==> config.mk <==
export PLATFORM = sky130hd
export DESIGN_NAME = cmdArbiter
export DESIGN_NICKNAME = d
export VERILOG_FILES = /design/src/design/timerPkg.sv /design/src/design/cmdArbiter.sv
export VERILOG_INCLUDE_DIRS = /design/src /design/src/design
export SDC_FILE = /design/constraint.sdc
export NUM_CORES = 1
export LEC_CHECK = 0
export BUFFER_PORTS_ARGS = -buffer_cell sky130_fd_sc_hd__buf_2
export CORE_MARGIN = 5
export CORE_UTILIZATION = 19
export CTS_BUF_LIST = sky130_fd_sc_hd__clkbuf_4
export DETAILED_ROUTE_END_ITERATION = 10
export HOLD_SLACK_MARGIN = 0.02
export PLACE_DENSITY = 0.81
export SLEW_MARGIN = 15
export SYNTH_ARGS = -nofsm -noshare
export SYNTH_HDL_FRONTEND = slang
export SYNTH_SLANG_ARGS = --single-unit
==> constraint.sdc <==
create_clock -name clk_1x -period 1.3 [get_ports clk_1x]
set_input_delay 0.13 -clock clk_1x [delete_from_list [all_inputs] [get_ports clk_1x]]
set_output_delay 0.13 -clock clk_1x [all_outputs]
set_load 0.02 [all_outputs]
==> src/design/timer_cfg.svh <==
//////////////////////////////////////////////////////////////////////
// timer block configuration
// sizes, instruction field positions and alarm hit hold length
//////////////////////////////////////////////////////////////////////
`ifndef TIMER_CFG_SVH
`define TIMER_CFG_SVH

// sizes
`define TMR_COUNT_W      16       // clock count and alarm value
`define TMR_NUM_CLOCKS   16
`define TMR_NUM_ALARMS   24
`define TMR_CLK_IDX_W    4
`define TMR_ALM_IDX_W    5        // 24..31 reachable, rejected by arbiter
`define TMR_HALF_W       16       // one instruction half per cycle

// 32-bit instruction fields
`define TMR_F_OPCODE     31:29
`define TMR_F_CLOCK      28:25    // clock commands
`define TMR_F_ALARM      28:24    // alarm class commands
`define TMR_F_RATE       23:22
`define TMR_F_ENABLE     23       // enable bit, or repeat for set alarm
`define TMR_F_ASSIGN     19:16    // clock an alarm is compared against
`define TMR_F_VALUE      15:0

// alarm hit output
`define TMR_HOLD_CYCLES  2        // cycles each hit stays visible

`endif
==> src/design/timerPkg.sv <==
//////////////////////////////////////////////////////////////////////
// timer package
// opcode, rate, status and index types shared by the timer block
//////////////////////////////////////////////////////////////////////
`include "timer_cfg.svh"

package timerPkg;

  // instruction opcodes, 011 and 100 left out on purpose -> invalid
  typedef enum logic [2:0] {
    opNop      = 3'b000,
    opSetClock = 3'b001,
    opEnClock  = 3'b010,
    opSetAlarm = 3'b101,
    opSetTimer = 3'b110,
    opEnAlarm  = 3'b111
  } opcodeT;

  // clock rates relative to clk_1x
  typedef enum logic [1:0] {
    rateFull    = 2'b00,
    rateHalf    = 2'b01,
    rateQuarter = 2'b10,
    rateStop    = 2'b11
  } rateT;

  // per client status bit
  typedef enum logic {
    nack = 1'b0,
    ack  = 1'b1
  } statusT;

  typedef logic [`TMR_COUNT_W-1:0]   countT;
  typedef logic [`TMR_CLK_IDX_W-1:0] clkIdxT;
  typedef logic [`TMR_ALM_IDX_W-1:0] almIdxT;
  typedef logic [2*`TMR_HALF_W-1:0]  cmdWordT;   // upper half : lower half

endpackage

==> src/design/cmdArbiter.sv <==
//////////////////////////////////////////////////////////////////////
// command arbiter
// decodes both clients' commands, rejects bad fields and conflicts,
// raises the bank write strobes and registers the Ack/Nack status
//////////////////////////////////////////////////////////////////////
`timescale 1ns/1ns
`include "timer_cfg.svh"

module cmdArbiter (
  input  logic              clk_1x,
  input  logic              reset,
  input  logic              validA,
  input  logic              validB,
  input  timerPkg::cmdWordT wordA,
  input  timerPkg::cmdWordT wordB,
  output logic              clkWrA,
  output logic              clkWrB,
  output logic              clkEnOnlyA,
  output logic              clkEnOnlyB,
  output logic              almWrA,
  output logic              almWrB,
  output logic              almTimerA,
  output logic              almTimerB,
  output logic              almEnOnlyA,
  output logic              almEnOnlyB,
  output logic [1:0]        stat
);

  timerPkg::opcodeT opA;
  timerPkg::opcodeT opB;
  timerPkg::clkIdxT clkIdxA;
  timerPkg::clkIdxT clkIdxB;
  timerPkg::almIdxT almIdxA;
  timerPkg::almIdxT almIdxB;
  logic             isClkA;      // valid clock command
  logic             isClkB;
  logic             isAlmA;      // valid alarm class command, index in range
  logic             isAlmB;
  logic             conflict;
  logic             acceptA;
  logic             acceptB;
  timerPkg::statusT statA;
  timerPkg::statusT statB;

  //////////////////////////////////////////////////////////////////////
  // decode
  //////////////////////////////////////////////////////////////////////
  assign opA     = timerPkg::opcodeT'(wordA[`TMR_F_OPCODE]);
  assign opB     = timerPkg::opcodeT'(wordB[`TMR_F_OPCODE]);
  assign clkIdxA = wordA[`TMR_F_CLOCK];
  assign clkIdxB = wordB[`TMR_F_CLOCK];
  assign almIdxA = wordA[`TMR_F_ALARM];
  assign almIdxB = wordB[`TMR_F_ALARM];

  assign isClkA = validA &&
                  (opA == timerPkg::opSetClock || opA == timerPkg::opEnClock);
  assign isClkB = validB &&
                  (opB == timerPkg::opSetClock || opB == timerPkg::opEnClock);

  assign isAlmA = validA && (almIdxA < timerPkg::almIdxT'(`TMR_NUM_ALARMS)) &&
                  (opA == timerPkg::opSetAlarm || opA == timerPkg::opSetTimer ||
                   opA == timerPkg::opEnAlarm);
  assign isAlmB = validB && (almIdxB < timerPkg::almIdxT'(`TMR_NUM_ALARMS)) &&
                  (opB == timerPkg::opSetAlarm || opB == timerPkg::opSetTimer ||
                   opB == timerPkg::opEnAlarm);

  //////////////////////////////////////////////////////////////////////
  // conflict check
  //////////////////////////////////////////////////////////////////////
  // same target from both sides kills both commands
  assign conflict = (isClkA && isClkB && (clkIdxA == clkIdxB)) ||
                    (isAlmA && isAlmB && (almIdxA == almIdxB));

  assign acceptA = (isClkA || isAlmA) && !conflict;
  assign acceptB = (isClkB || isAlmB) && !conflict;

  // write strobes, land in the banks at the end of the lower half cycle
  assign clkWrA     = acceptA && isClkA;
  assign clkWrB     = acceptB && isClkB;
  assign clkEnOnlyA = clkWrA && (opA == timerPkg::opEnClock);
  assign clkEnOnlyB = clkWrB && (opB == timerPkg::opEnClock);

  assign almWrA     = acceptA && isAlmA;
  assign almWrB     = acceptB && isAlmB;
  assign almTimerA  = almWrA && (opA == timerPkg::opSetTimer);
  assign almTimerB  = almWrB && (opB == timerPkg::opSetTimer);
  assign almEnOnlyA = almWrA && (opA == timerPkg::opEnAlarm);
  assign almEnOnlyB = almWrB && (opB == timerPkg::opEnAlarm);

  //////////////////////////////////////////////////////////////////////
  // status
  //////////////////////////////////////////////////////////////////////
  assign statA = acceptA ? timerPkg::ack : timerPkg::nack;
  assign statB = acceptB ? timerPkg::ack : timerPkg::nack;

  // one cycle only, idle clients read nack
  always_ff @(posedge clk_1x or posedge reset) begin
    if (reset) begin
      stat <= 2'b00;
    end else begin
      stat <= {statB, statA};           // B in bit 1
    end
  end

endmodule

==> metrics.csv <==
metric;value;unit
Relative slew margins;0.8748;
power per cell area;564.5;nW/µm²
sequential area share after synthesis;0.1896;
syn_nets;103;
netlist area before placement;264.0;µm²
Synth area leader;dfrtp_1;
Antenna Cells;0;
number of H-tree levels;1;
Initial Utilization;0.2029;
failing checks;negative setup slack;
Required @ worst endpoint;1.17;ns
clk buf depth;2;
Synth Area in Compound Gates;0.1659;
Pleak;0.3375;nW
CTS Buf Count;3;
Warnings, synthesis;0;
worst supply voltage drop on vdd;225.9;µV
commonest cells after routing, fill and taps aside;buf_2 (20), buf_4 (20), buf_6 (7);
Hold Fails Final Rpt;0;
number of nets in the layout;155;
share of layout cells above drive strength 1;0.7176;
cell count after synthesis;35;
clock net sink count;2;
number of synthesized register bits;2;
vias in the first global route;458;
count of standard-cell rows;13;
final count of pins violating max slew;0;
remaining routing DRC violations;0;
register name with the most flops;stat;
Max Cap Violations;0;
average wire per cell in the routed design;10.60;µm
final critical-path setup slack;-0.05317;ns
post-CTS clock slew at the launch and capture registers of the worst setup and hold paths;0.03;ns
DRT antenna net count;0;
Die Outline Area;2235;µm²
pin count of the biggest net entering global routing;7;
core utilization of the finished layout;0.5212;
largest family of logic cells by synthesized area;simple AND/OR/NAND/NOR gates;
input/output buffers;31;
xor/xnor share of the synthesized area;0.2322;
dominant cell type by count on the critical path;buf_6;
antenna violations before repair;0;
cell breakdown of the critical path;buf_6 -> nand2_2 -> o2111ai_2 -> o32a_1 -> nor2_2 -> buf_6 -> nor3_2 -> buf_4;
Yosys top cell area share;0.1896;
Hold/Removal Path Class;in -> async;
cell at the root of the clock tree;clkbuf_4;
die height;47.28;µm
Achievable Freq;0.7390;GHz
flip-flop count of the largest register, all copies and words added;2;
total length of routed wires;1060;µm
library cells used by synthesis;16;
total global routing overflow;0;
Vias;442;
TritonCTS clock tree;built;
Critical Path Start Type;input port;
status;complete, but fails checks;
post-layout minimum cycle time;1.353;ns
area of the core region;1301;µm²
final count of negative-setup-slack endpoints;10;
type of element capturing the critical path;output pin;
Pre-Repair DR Iteration Count;1;
transition time at the pin with the least slew margin;0.1878;ns
DRT iter0 DRCs;0;
Largest regs;stat (2);
multiplexer share of the synthesized area;0;
leading cell types by total area after synthesis;dfrtp_1 (19%), xnor2_1 (13%), nor3_1 (11%);
slowest stage cell, crit path;o32a_1;
Period Utilization, post-route;1.041;
wire length of the first global-routing pass;1711;µm
Ports;80;
biggest fanout along the worst timing path;6;
setup repair after global routing missed its margin;yes;
synthesis-to-finish area growth;156.9;%
GRT Util Overall;0.1075;
vias per cell;4.420;
simple logic cell fraction of the synthesized area;0.3555;
final-layout worst hold slack;0.2963;ns
Setup Crit Path Kind;in -> out;
Worst EP arrival;1.22;ns
global placement routability congestion;0.6856;
post-synthesis area per instance;7.543;µm²
share of synthesized cell area in full adder, half adder and majority cells;0;
overall die width;47.28;µm
sum of net half-perimeters after detailed placement;871.4;µm
delay of the slowest critical-path stage;0.37;ns
Post-Place Worst Slack;-0.1120;ns
layout make-up:
type                       count  area (µm²)
sequential                     2       50.05
inverter                       1       3.754
timing repair buffer          48       339.1
tap                           15       18.77
fill                         138       623.1
clock buffer                   3       22.52
multi-input combinational     31       244.0
power breakdown:
part / internal [mW] / switching [mW]
logic: 0.0962 / 0.0816
clock network: 0.102 / 0.0344
registers: 0.0680 / 0.000871
through the flow:
| stage | instances | cell area, µm² | total power, mW | setup TNS, ns |
|---|---|---|---|---|
| after floorplan | 35 | 264.0 | 0.1337 | -0.4838 |
| after detailed placement | 94 | 531.8 | 0.2195 | -0.6771 |
| after global placement | 94 | 531.8 | 0.2154 | -0.4347 |
| after global routing | 100 | 678.2 | 0.4084 | -1.263 |
| after CTS | 100 | 648.1 | 0.3874 | -0.5486 |
| final | 100 | 678.2 | 0.3828 | -0.3936 |
kinds of logic after synthesis:
family / count (synthesis)
and+or+nand+nor: 19
xor gates and xnor gates: 7
AOI/OAI and AO/OA: 5
DFF: 2
buffers and inverters: 2
cell usage after synthesis:
cell type,count
buf_6,1
o2111ai_1,1
nor2_1,4
nand4_1,1
nand2b_1,1
nand2_1,4
nor2_2,1
o32a_1,1
nand3b_1,2
xor2_1,3
o2111ai_2,1
a21oi_1,2
xnor2_1,4
inv_1,1
dfrtp_1,2
nor3_1,6
timing repair:
item,CTS,global route
hold buffers,1,0
endpoints found under the setup margin,10,10
pin swaps,4,1
gates resized for setup,17,9
hold endpoints to repair,2,0
setup buffers,2,0
per-layer routing:
| layer | track usage | up-vias | part of all wire |
|---|---|---|---|
| met3 | 0.02299 | 0 | 0.11 |
| met5 | 0 | - | 0 |
| met2 | 0.2299 | 19 | 0.60 |
| met1 | 0.08744 | 199 | 0.29 |
| li1 | - | 224 | - |
| met4 | 0.04972 | 0 | 0 |
critical path: cells and delay by family:
kind                   cells  cell delay, ns
AOI/OAI and AO/OA          2            0.46
buffers and inverters      3            0.39
and+or+nand+nor            3            0.25
worst paths after layout:
| check | start | cells after the start | to |
|---|---|---|---|
| hold / removal | reset | 3 | stat[1] |
| setup / recovery | wordA[28] | 8 | almEnOnlyA |
| min in group clk_1x | validB | 4 | stat[1] |
| max in group asynchronous | reset | 3 | stat[0] |
Power figures use the tool's default switching activity.
