### src/design/timer_cfg.svh
//////////////////////////////////////////////////////////////////////
// timer block configuration
// sizes, instruction field positions and alarm hit hold length
//////////////////////////////////////////////////////////////////////
`ifndef TIMER_CFG_SVH
`define TIMER_CFG_SVH

// sizes
`define TMR_COUNT_W      16       // clock count and alarm value
`define TMR_NUM_CLOCKS   16
`define TMR_NUM_ALARMS   24
`define TMR_CLK_IDX_W    4
`define TMR_ALM_IDX_W    5        // 24..31 reachable, rejected by arbiter
`define TMR_HALF_W       16       // one instruction half per cycle

// 32-bit instruction fields
`define TMR_F_OPCODE     31:29
`define TMR_F_CLOCK      28:25    // clock commands
`define TMR_F_ALARM      28:24    // alarm class commands
`define TMR_F_RATE       23:22
`define TMR_F_ENABLE     23       // enable bit, or repeat for set alarm
`define TMR_F_ASSIGN     19:16    // clock an alarm is compared against
`define TMR_F_VALUE      15:0

// alarm hit output
`define TMR_HOLD_CYCLES  2        // cycles each hit stays visible

`endif
### src/design/timerPkg.sv
//////////////////////////////////////////////////////////////////////
// timer package
// opcode, rate, status and index types shared by the timer block
//////////////////////////////////////////////////////////////////////
`include "timer_cfg.svh"

package timerPkg;

  // instruction opcodes, 011 and 100 left out on purpose -> invalid
  typedef enum logic [2:0] {
    opNop      = 3'b000,
    opSetClock = 3'b001,
    opEnClock  = 3'b010,
    opSetAlarm = 3'b101,
    opSetTimer = 3'b110,
    opEnAlarm  = 3'b111
  } opcodeT;

  // clock rates relative to clk_1x
  typedef enum logic [1:0] {
    rateFull    = 2'b00,
    rateHalf    = 2'b01,
    rateQuarter = 2'b10,
    rateStop    = 2'b11
  } rateT;

  // per client status bit
  typedef enum logic {
    nack = 1'b0,
    ack  = 1'b1
  } statusT;

  typedef logic [`TMR_COUNT_W-1:0]   countT;
  typedef logic [`TMR_CLK_IDX_W-1:0] clkIdxT;
  typedef logic [`TMR_ALM_IDX_W-1:0] almIdxT;
  typedef logic [2*`TMR_HALF_W-1:0]  cmdWordT;   // upper half : lower half

endpackage

### src/design/cmdCapture.sv
//////////////////////////////////////////////////////////////////////
// command capture
// joins one client's two 16-bit halves into a 32-bit command
//////////////////////////////////////////////////////////////////////
`timescale 1ns/1ns
`include "timer_cfg.svh"

module cmdCapture (
  input  logic                   clk_1x,
  input  logic                   reset,
  input  logic                   req,
  input  logic [`TMR_HALF_W-1:0] ctrl,
  output logic                   cmdValid,
  output timerPkg::cmdWordT      cmdWord
);

  logic                   pending;     // upper half held, lower half due now
  logic [`TMR_HALF_W-1:0] upperHalf;
  logic                   startCmd;
  timerPkg::opcodeT       halfOp;

  // opcode sits in the top bits of the upper half
  assign halfOp = timerPkg::opcodeT'(ctrl[`TMR_HALF_W-1 -: $bits(timerPkg::opcodeT)]);

  // nop upper halves are ignored, so is anything while pending
  assign startCmd = req && !pending && (halfOp != timerPkg::opNop);

  always_ff @(posedge clk_1x or posedge reset) begin
    if (reset) begin
      pending <= 1'b0;
    end else if (pending) begin
      pending <= 1'b0;                  // lower half taken this cycle
    end else if (startCmd) begin
      pending <= 1'b1;
    end
  end

  // upper half held until the lower half arrives
  always_ff @(posedge clk_1x) begin
    if (startCmd) begin
      upperHalf <= ctrl;
    end
  end

  // lower half goes straight through, no extra cycle
  assign cmdValid = pending;
  assign cmdWord  = {upperHalf, ctrl};

endmodule

### config.mk
export PLATFORM = sky130hd
export DESIGN_NAME = cmdCapture
export DESIGN_NICKNAME = d
export VERILOG_FILES = /design/src/design/timerPkg.sv /design/src/design/cmdCapture.sv
export VERILOG_INCLUDE_DIRS = /design/src /design/src/design
export SDC_FILE = /design/constraint.sdc
export NUM_CORES = 1
export LEC_CHECK = 0
export BUFFER_PORTS_ARGS = -buffer_cell sky130_fd_sc_hd__buf_2
export CAP_MARGIN = 25
export CORE_MARGIN = 1
export CORE_UTILIZATION = 39
export DETAILED_ROUTE_END_ITERATION = 12
export PLACE_DENSITY_LB_ADDON = 0.1
export SLEW_MARGIN = 15
export SYNTH_ARGS = -nofsm -noshare
export SYNTH_HDL_FRONTEND = slang
export SYNTH_SLANG_ARGS = --single-unit
### constraint.sdc
create_clock -name clk_1x -period 6.1 [get_ports clk_1x]
set_input_delay 0.305 -clock clk_1x [delete_from_list [all_inputs] [get_ports clk_1x]]
set_output_delay 0.305 -clock clk_1x [all_outputs]
set_load 0.02 [all_outputs]
==> results of run 1 <==
## worst paths after layout
| check | from | end | slack [ns] |
|---|---|---|---|
| worst min-delay path | ctrl[4] | upperHalf[4] | 0.21 |
| worst min register to register | cmdValid | cmdValid | 0.48 |
| worst max-delay path | cmdValid | upperHalf[9] | 4.71 |
| max in group asynchronous | reset | cmdValid | 5.62 |
| worst max register to register | cmdValid | upperHalf[9] | 4.71 |
| min in group asynchronous | reset | cmdValid | 0.39 |
## critical path, delay by kind of cell (launching register included)
| family | cells | cell delay [ns] |
|---|---|---|
| flip-flops | 1 | 0.41 |
| AND/OR/NAND/NOR | 1 | 0.46 |
| buffers and inverters | 1 | 0.23 |
## layout make-up
| class | instances | area share |
|---|---|---|
| Sequential cell | 17 | 0.586 |
| Tap cell | 16 | 0.0232 |
| Inverter | 1 | 0.00435 |
| Clock buffer | 4 | 0.0305 |
| Multi-Input combinational cell | 3 | 0.0348 |
| Timing Repair Buffer | 53 | 0.321 |
## cells in the mapped netlist
cell type,count
buf_4,16
dfrtp_1,1
edfxtp_1,16
inv_1,1
nor3_2,1
nor3b_1,2
## timing repair
item | 4_1_cts | 5_1_grt
endpoints found under the hold margin | 1 | 0
hold buffers | 1 | 0
endpoints found under the setup margin | 0 | 0
## metrics by stage
| stage | instance area [um^2] | std cells | setup slack (ns) | total power, uW | utilization |
|---|---|---|---|---|---|
| 2_1_floorplan | 654 | 37 | 3.94 | 168 | - |
| 3_3_place_gp | 815 | 88 | 4.33 | 179 | 0.528 |
| 3_5_place_dp | 826 | 89 | 4.65 | 181 | 0.536 |
| 4_1_cts | 862 | 94 | 4.69 | 239 | 0.559 |
| 5_1_grt | 862 | 94 | 4.61 | 248 | 0.559 |
| 6_report | 862 | 94 | 4.71 | 235 | 0.559 |
## cell usage in the layout (no fill, tap or decap)
cell type      netlist  final
buf_2                0     51
buf_6                0      1
clkbuf_1             0      1
clkbuf_4             0      3
dfrtp_1              1      1
dlygate4sd3_1        0      1
edfxtp_1            16     16
inv_1                1      1
nor3_2               1      1
nor3b_1              2      1
nor3b_2              0      1
## flip-flops by register name, summed over array words and instances (netlist names)
register / flops
cmdValid: 1
upperHalf: 16
## power by group through the flow
stage / clock [uW] / sequential (uW) / combinational [uW]
6_report: 56.9 / 138 / 40.1
5_1_grt: 66.9 / 138 / 42.5
4_1_cts: 60.3 / 138 / 40.7
3_5_place_dp: 0 / 140 / 40.2
3_3_place_gp: 0 / 141 / 38.5
2_1_floorplan: 0 / 150 / 18.6
## cell families (layout without fill, tap and decap cells)
kind of cell | after synthesis | count (layout) | share of synthesized area
flops | 17 | 17 | 0.772
buf+inv | 17 | 58 | 0.189
simple gates | 3 | 3 | 0.0382
## per-layer routing
| layer | part of all wire | up-vias |
|---|---|---|
| met5 | 0 | - |
| met4 | 0 | 0 |
| met3 | 0.11 | 0 |
| met2 | 0.55 | 29 |
| met1 | 0.34 | 187 |
| li1 | - | 200 |
==> impl_metrics.toml, run 1 <==
[synthesis]
synthTopCellsByArea = "edfxtp_1 (73%), buf_4 (18%), dfrtp_1 (3.8%)"
syn-num-nets = 56
ys_ff_latch = 17
synth_top_area_frac = 0.734
syn_area_um2 = 654
synth.avg_cell_area_um2 = 17.7
yosys.area.top_type = "edfxtp_1"
synthCells = 37
ys_types = 6
seq_area_frac_synth = 0.772
synth_warnings = 0

[worst_setup_path]
crit_fanout = 11
cp_cell_sequence = "nor3b_2 -> buf_6"
worst_setup_path_start_kind = "flip-flop"
ff2ff_path_depth = 2
slowest_stage = "nor3b_2"
max_stage_delay_ns = 0.46
critPathCaptureType = "flip-flop"
timing_worst_setup_path_type = "reg -> reg"
cp.arrival_ns = 1.38
cp.required_ns = 6.10

[sta]
clock.fmax_mhz = 720
final.min_clock_period_ns = 1.39
tns_ns = 0
rsz0062_at_grt = "false"
hold_viol_final = 0
skew_ns = 0.00282
finalMaxSlewViolations = 0
whs_ns = 0.207
finalSetupViolCount = 0
slew_headroom = 0.666
period_share = 0.228
tightest_slew_ns = 0.498

[die]
core_um2 = 1540
core.rowCount = 14
start_util = 0.425
io_pins = 52
die-area_um2 = 1850
die_h_um = 43.0
die_x_um = 43.0

[power]
clkPwrFrac = 0.242
pwr-share-comb = 0.171
power_leakage_uw = 0.000404
power_switching_uw = 58.9
ir_drop_v = 0.000175
internal_power_uw = 176
pwr-share-seq = 0.587
switching_share = 0.251
powerDensity_nw_per_um2 = 272

[drt]
finalWirelength_um = 975
ant_nets = 0
dr.pass1.iters = 1
vias = 416
initialDrtViolationCount = 0
drc_errors = 0
wl_per_cell_um = 10.4
viasPerCell = 4.43

[clocking]
clk_latency_ns = 0.28
clkSinkCount = 17
cts_resized = 0
clk_transition_reported_paths_ns = 0.09
cts_tree = "done"
cts_buffers = 3
cts-root-buf = "clkbuf_4"
cts_setup_buffers = 0
clk_path_buf_depth = 2
cts-htree-levels = 1

[outcome]
status = "completed"

[layout]
multiInputGateArea_um2 = 30.0
syn_to_final_growth_pct = 31.7
finalNetCount = 98
layout-drive-gt1-share = 0.731
seq_area_um2 = 505
antenna_cells = 0
fillers = 143

[global_routing]
grt.overflow.total = 0
grt_start_max_net_pins = 12
grt_use_met3 = 0.0255
use_met1 = 0.113
top_usage_layer = "met2"
first_global_vias = 358
grt_util_met2 = 0.188
grt_pass1_wl_um = 1400
grt_usage = 0.108
antenna_found_initial = 0

[flow_run]
maxCapViolations = 0

[min_path]
hold_path_depth = 1
min_path_type = "in -> reg"

[placement]
portBuffers = 51
finalWeightedCongestion = 0.614
Note: power is estimated with default switching activity, not from simulation.
==> run 2: changes to the inputs <==
--- a/config.mk
+++ b/config.mk
@@ -9,7 +9,7 @@
 export BUFFER_PORTS_ARGS = -buffer_cell sky130_fd_sc_hd__buf_2
 export CAP_MARGIN = 25
 export CORE_MARGIN = 1
-export CORE_UTILIZATION = 39
+export CORE_UTILIZATION = 37
 export DETAILED_ROUTE_END_ITERATION = 12
 export PLACE_DENSITY_LB_ADDON = 0.1
 export SLEW_MARGIN = 15
==> constraint.sdc (replaced) <==
create_clock -name clk_1x -period 1.3 [get_ports clk_1x]
set_input_delay 0.065 -clock clk_1x [delete_from_list [all_inputs] [get_ports clk_1x]]
set_output_delay 0.065 -clock clk_1x [all_outputs]
set_load 0.02 [all_outputs]
==> run 2 against run 1 <==
- non-clock buffer count grew 17
- die area is 5.2% higher
- global-route usage grew 4.8 points
- critical endpoint is now upperHalf[0]
- largest cell class unchanged
- sequential share of layout area down 9.6 points
- final cell count increased by 18%
- largest power group unchanged
- via count up 18%
==> impl_metrics.toml, run 2 (same netlist as run 1, synthesis figures left out) <==
[placement]
place_area_um2 = 837
finalWeightedCongestion = 0.605
portBuffers = 51
hpwl_um = 870

[flow_run]
maxCapViolations = 0

[drt]
vias = 492
viasPerCell = 4.43
finalWirelength_um = 1370
ant_nets = 0
drc_errors = 0
dr.pass1.iters = 5
wl_per_cell_um = 12.3
initialDrtViolationCount = 10

[clocking]
clk_transition_reported_paths_ns = 0.09
cts_tree = "done"
clk_latency_ns = 0.28
clkSinkCount = 17
cts-root-buf = "clkbuf_4"
cts_buffers = 3
clk_path_buf_depth = 2
cts-htree-levels = 1

[sta]
hold_viol_final = 0
slew_headroom = 0.823
skew_ns = 0.00133
rsz0062_at_grt = "false"
final.min_clock_period_ns = 1.25
clock.fmax_mhz = 800
whs_ns = 0.0424
tns_ns = 0
period_share = 0.962
finalMaxSlewViolations = 0
finalSetupViolCount = 0
tightest_slew_ns = 0.265

[global_routing]
grt_usage = 0.155
grt_start_max_net_pins = 13
first_global_vias = 504
antenna_found_initial = 0
grt.overflow.total = 0
grt_pass1_wl_um = 2070

[layout]
fillers = 121
finalNetCount = 115
syn_to_final_growth_pct = 57.9
regMostFlops = "upperHalf"
largest_register_ffs = 16
fin_area_um2 = 1030
final_core_util = 0.656
antenna_cells = 0
layout-drive-gt1-share = 0.621
layout_common_cells = "buf_2 (51), dlygate4sd3_1 (17), edfxtp_1 (16), clkbuf_4 (3), buf_4 (2)"
final_common_cell = "buf_2"
multiInputGateArea_um2 = 36.3
seq_area_um2 = 507

[power]
pwr-share-seq = 0.560
power_leakage_uw = 0.000475
power_switching_uw = 296
powerDensity_nw_per_um2 = 1120
clkPwrFrac = 0.238
pwr-share-comb = 0.202
switching_share = 0.256
ir_drop_v = 0.000800
internal_power_uw = 859

[die]
start_util = 0.415
die_x_um = 44.1
core.rowCount = 14
die-area_um2 = 1940
core_um2 = 1580
die_h_um = 44.1
io_pins = 52

[worst_setup_path]
critPathCaptureType = "flip-flop"
cp.arrival_ns = 1.29
worst_setup_path_start_kind = "input pin"
cp.required_ns = 1.34
crit_fanout = 12
timing_worst_setup_path_type = "in -> reg"

[min_path]
min_path_type = "in -> reg"

[outcome]
status = "completed"
[run 2: cell count changes in the layout (fill, tap and decap cells not counted), sizes merged]
cell and delta:
dlygate4sd3 +16, buf +1
[run 2: worst max-delay path, cell delays in order]
cell and delay (ns):
dlygate4sd3_1 0.54, buf_2 0.14, nor3_2 0.28, nor3b_4 0.08, buf_4 0.20
[run 2: layer usage]
| layer | part of all wire | track usage |
|---|---|---|
| met5 | 0 | 0 |
| met3 | 0.075 | 0.0653 |
| met2 | 0.56 | 0.285 |
| met4 | 0 | 0.0727 |
| met1 | 0.36 | 0.146 |
[run 2: worst paths after layout]
kind / depth (start not counted) / start / to / slack (ns)
min in group asynchronous: 3 / reset / cmdValid / 0.15
max: 5 / ctrl[15] / upperHalf[0] / 0.05
max reg2reg: 2 / cmdValid / upperHalf[0] / 0.16
min: 2 / req / cmdValid / 0.04
max in group asynchronous: 3 / reset / cmdValid / 1.06
min reg2reg: 1 / cmdValid / cmdValid / 0.49
[run 2: cell type report]
cell class                      instances  area share
Sequential cell                        17       0.490
Timing Repair Buffer                   70       0.426
Multi-Input combinational cell          3      0.0351
Clock buffer                            4      0.0254
Tap cell                               16      0.0194
Inverter                                1     0.00363
[run 2: through the flow]
| stage | setup slack (ns) | power [uW] | std cells |
|---|---|---|---|
| 6_report | 0.0500 | 1160 | 111 |
| 5_1_grt | 0.0323 | 1220 | 111 |
| 4_1_cts | 0.0612 | 1160 | 111 |
| 3_5_place_dp | 0.157 | 854 | 90 |
| 3_3_place_gp | 0.185 | 851 | 90 |
| 2_1_floorplan | -0.0588 | 794 | 37 |
[run 2: power by group through the flow]
stage	logic, uW	registers [uW]	clock network, uW
after global routing	246	651	319
after detailed placement	193	661	0
after floorplan	90.7	704	0
final	233	648	275
after CTS	233	648	284
after global placement	192	660	0
[run 2: repair_timing]
item	CTS	global route
hold buffers	17	0
resized for setup	0	0
hold endpoints to repair	17	0
setup buffers	0	0
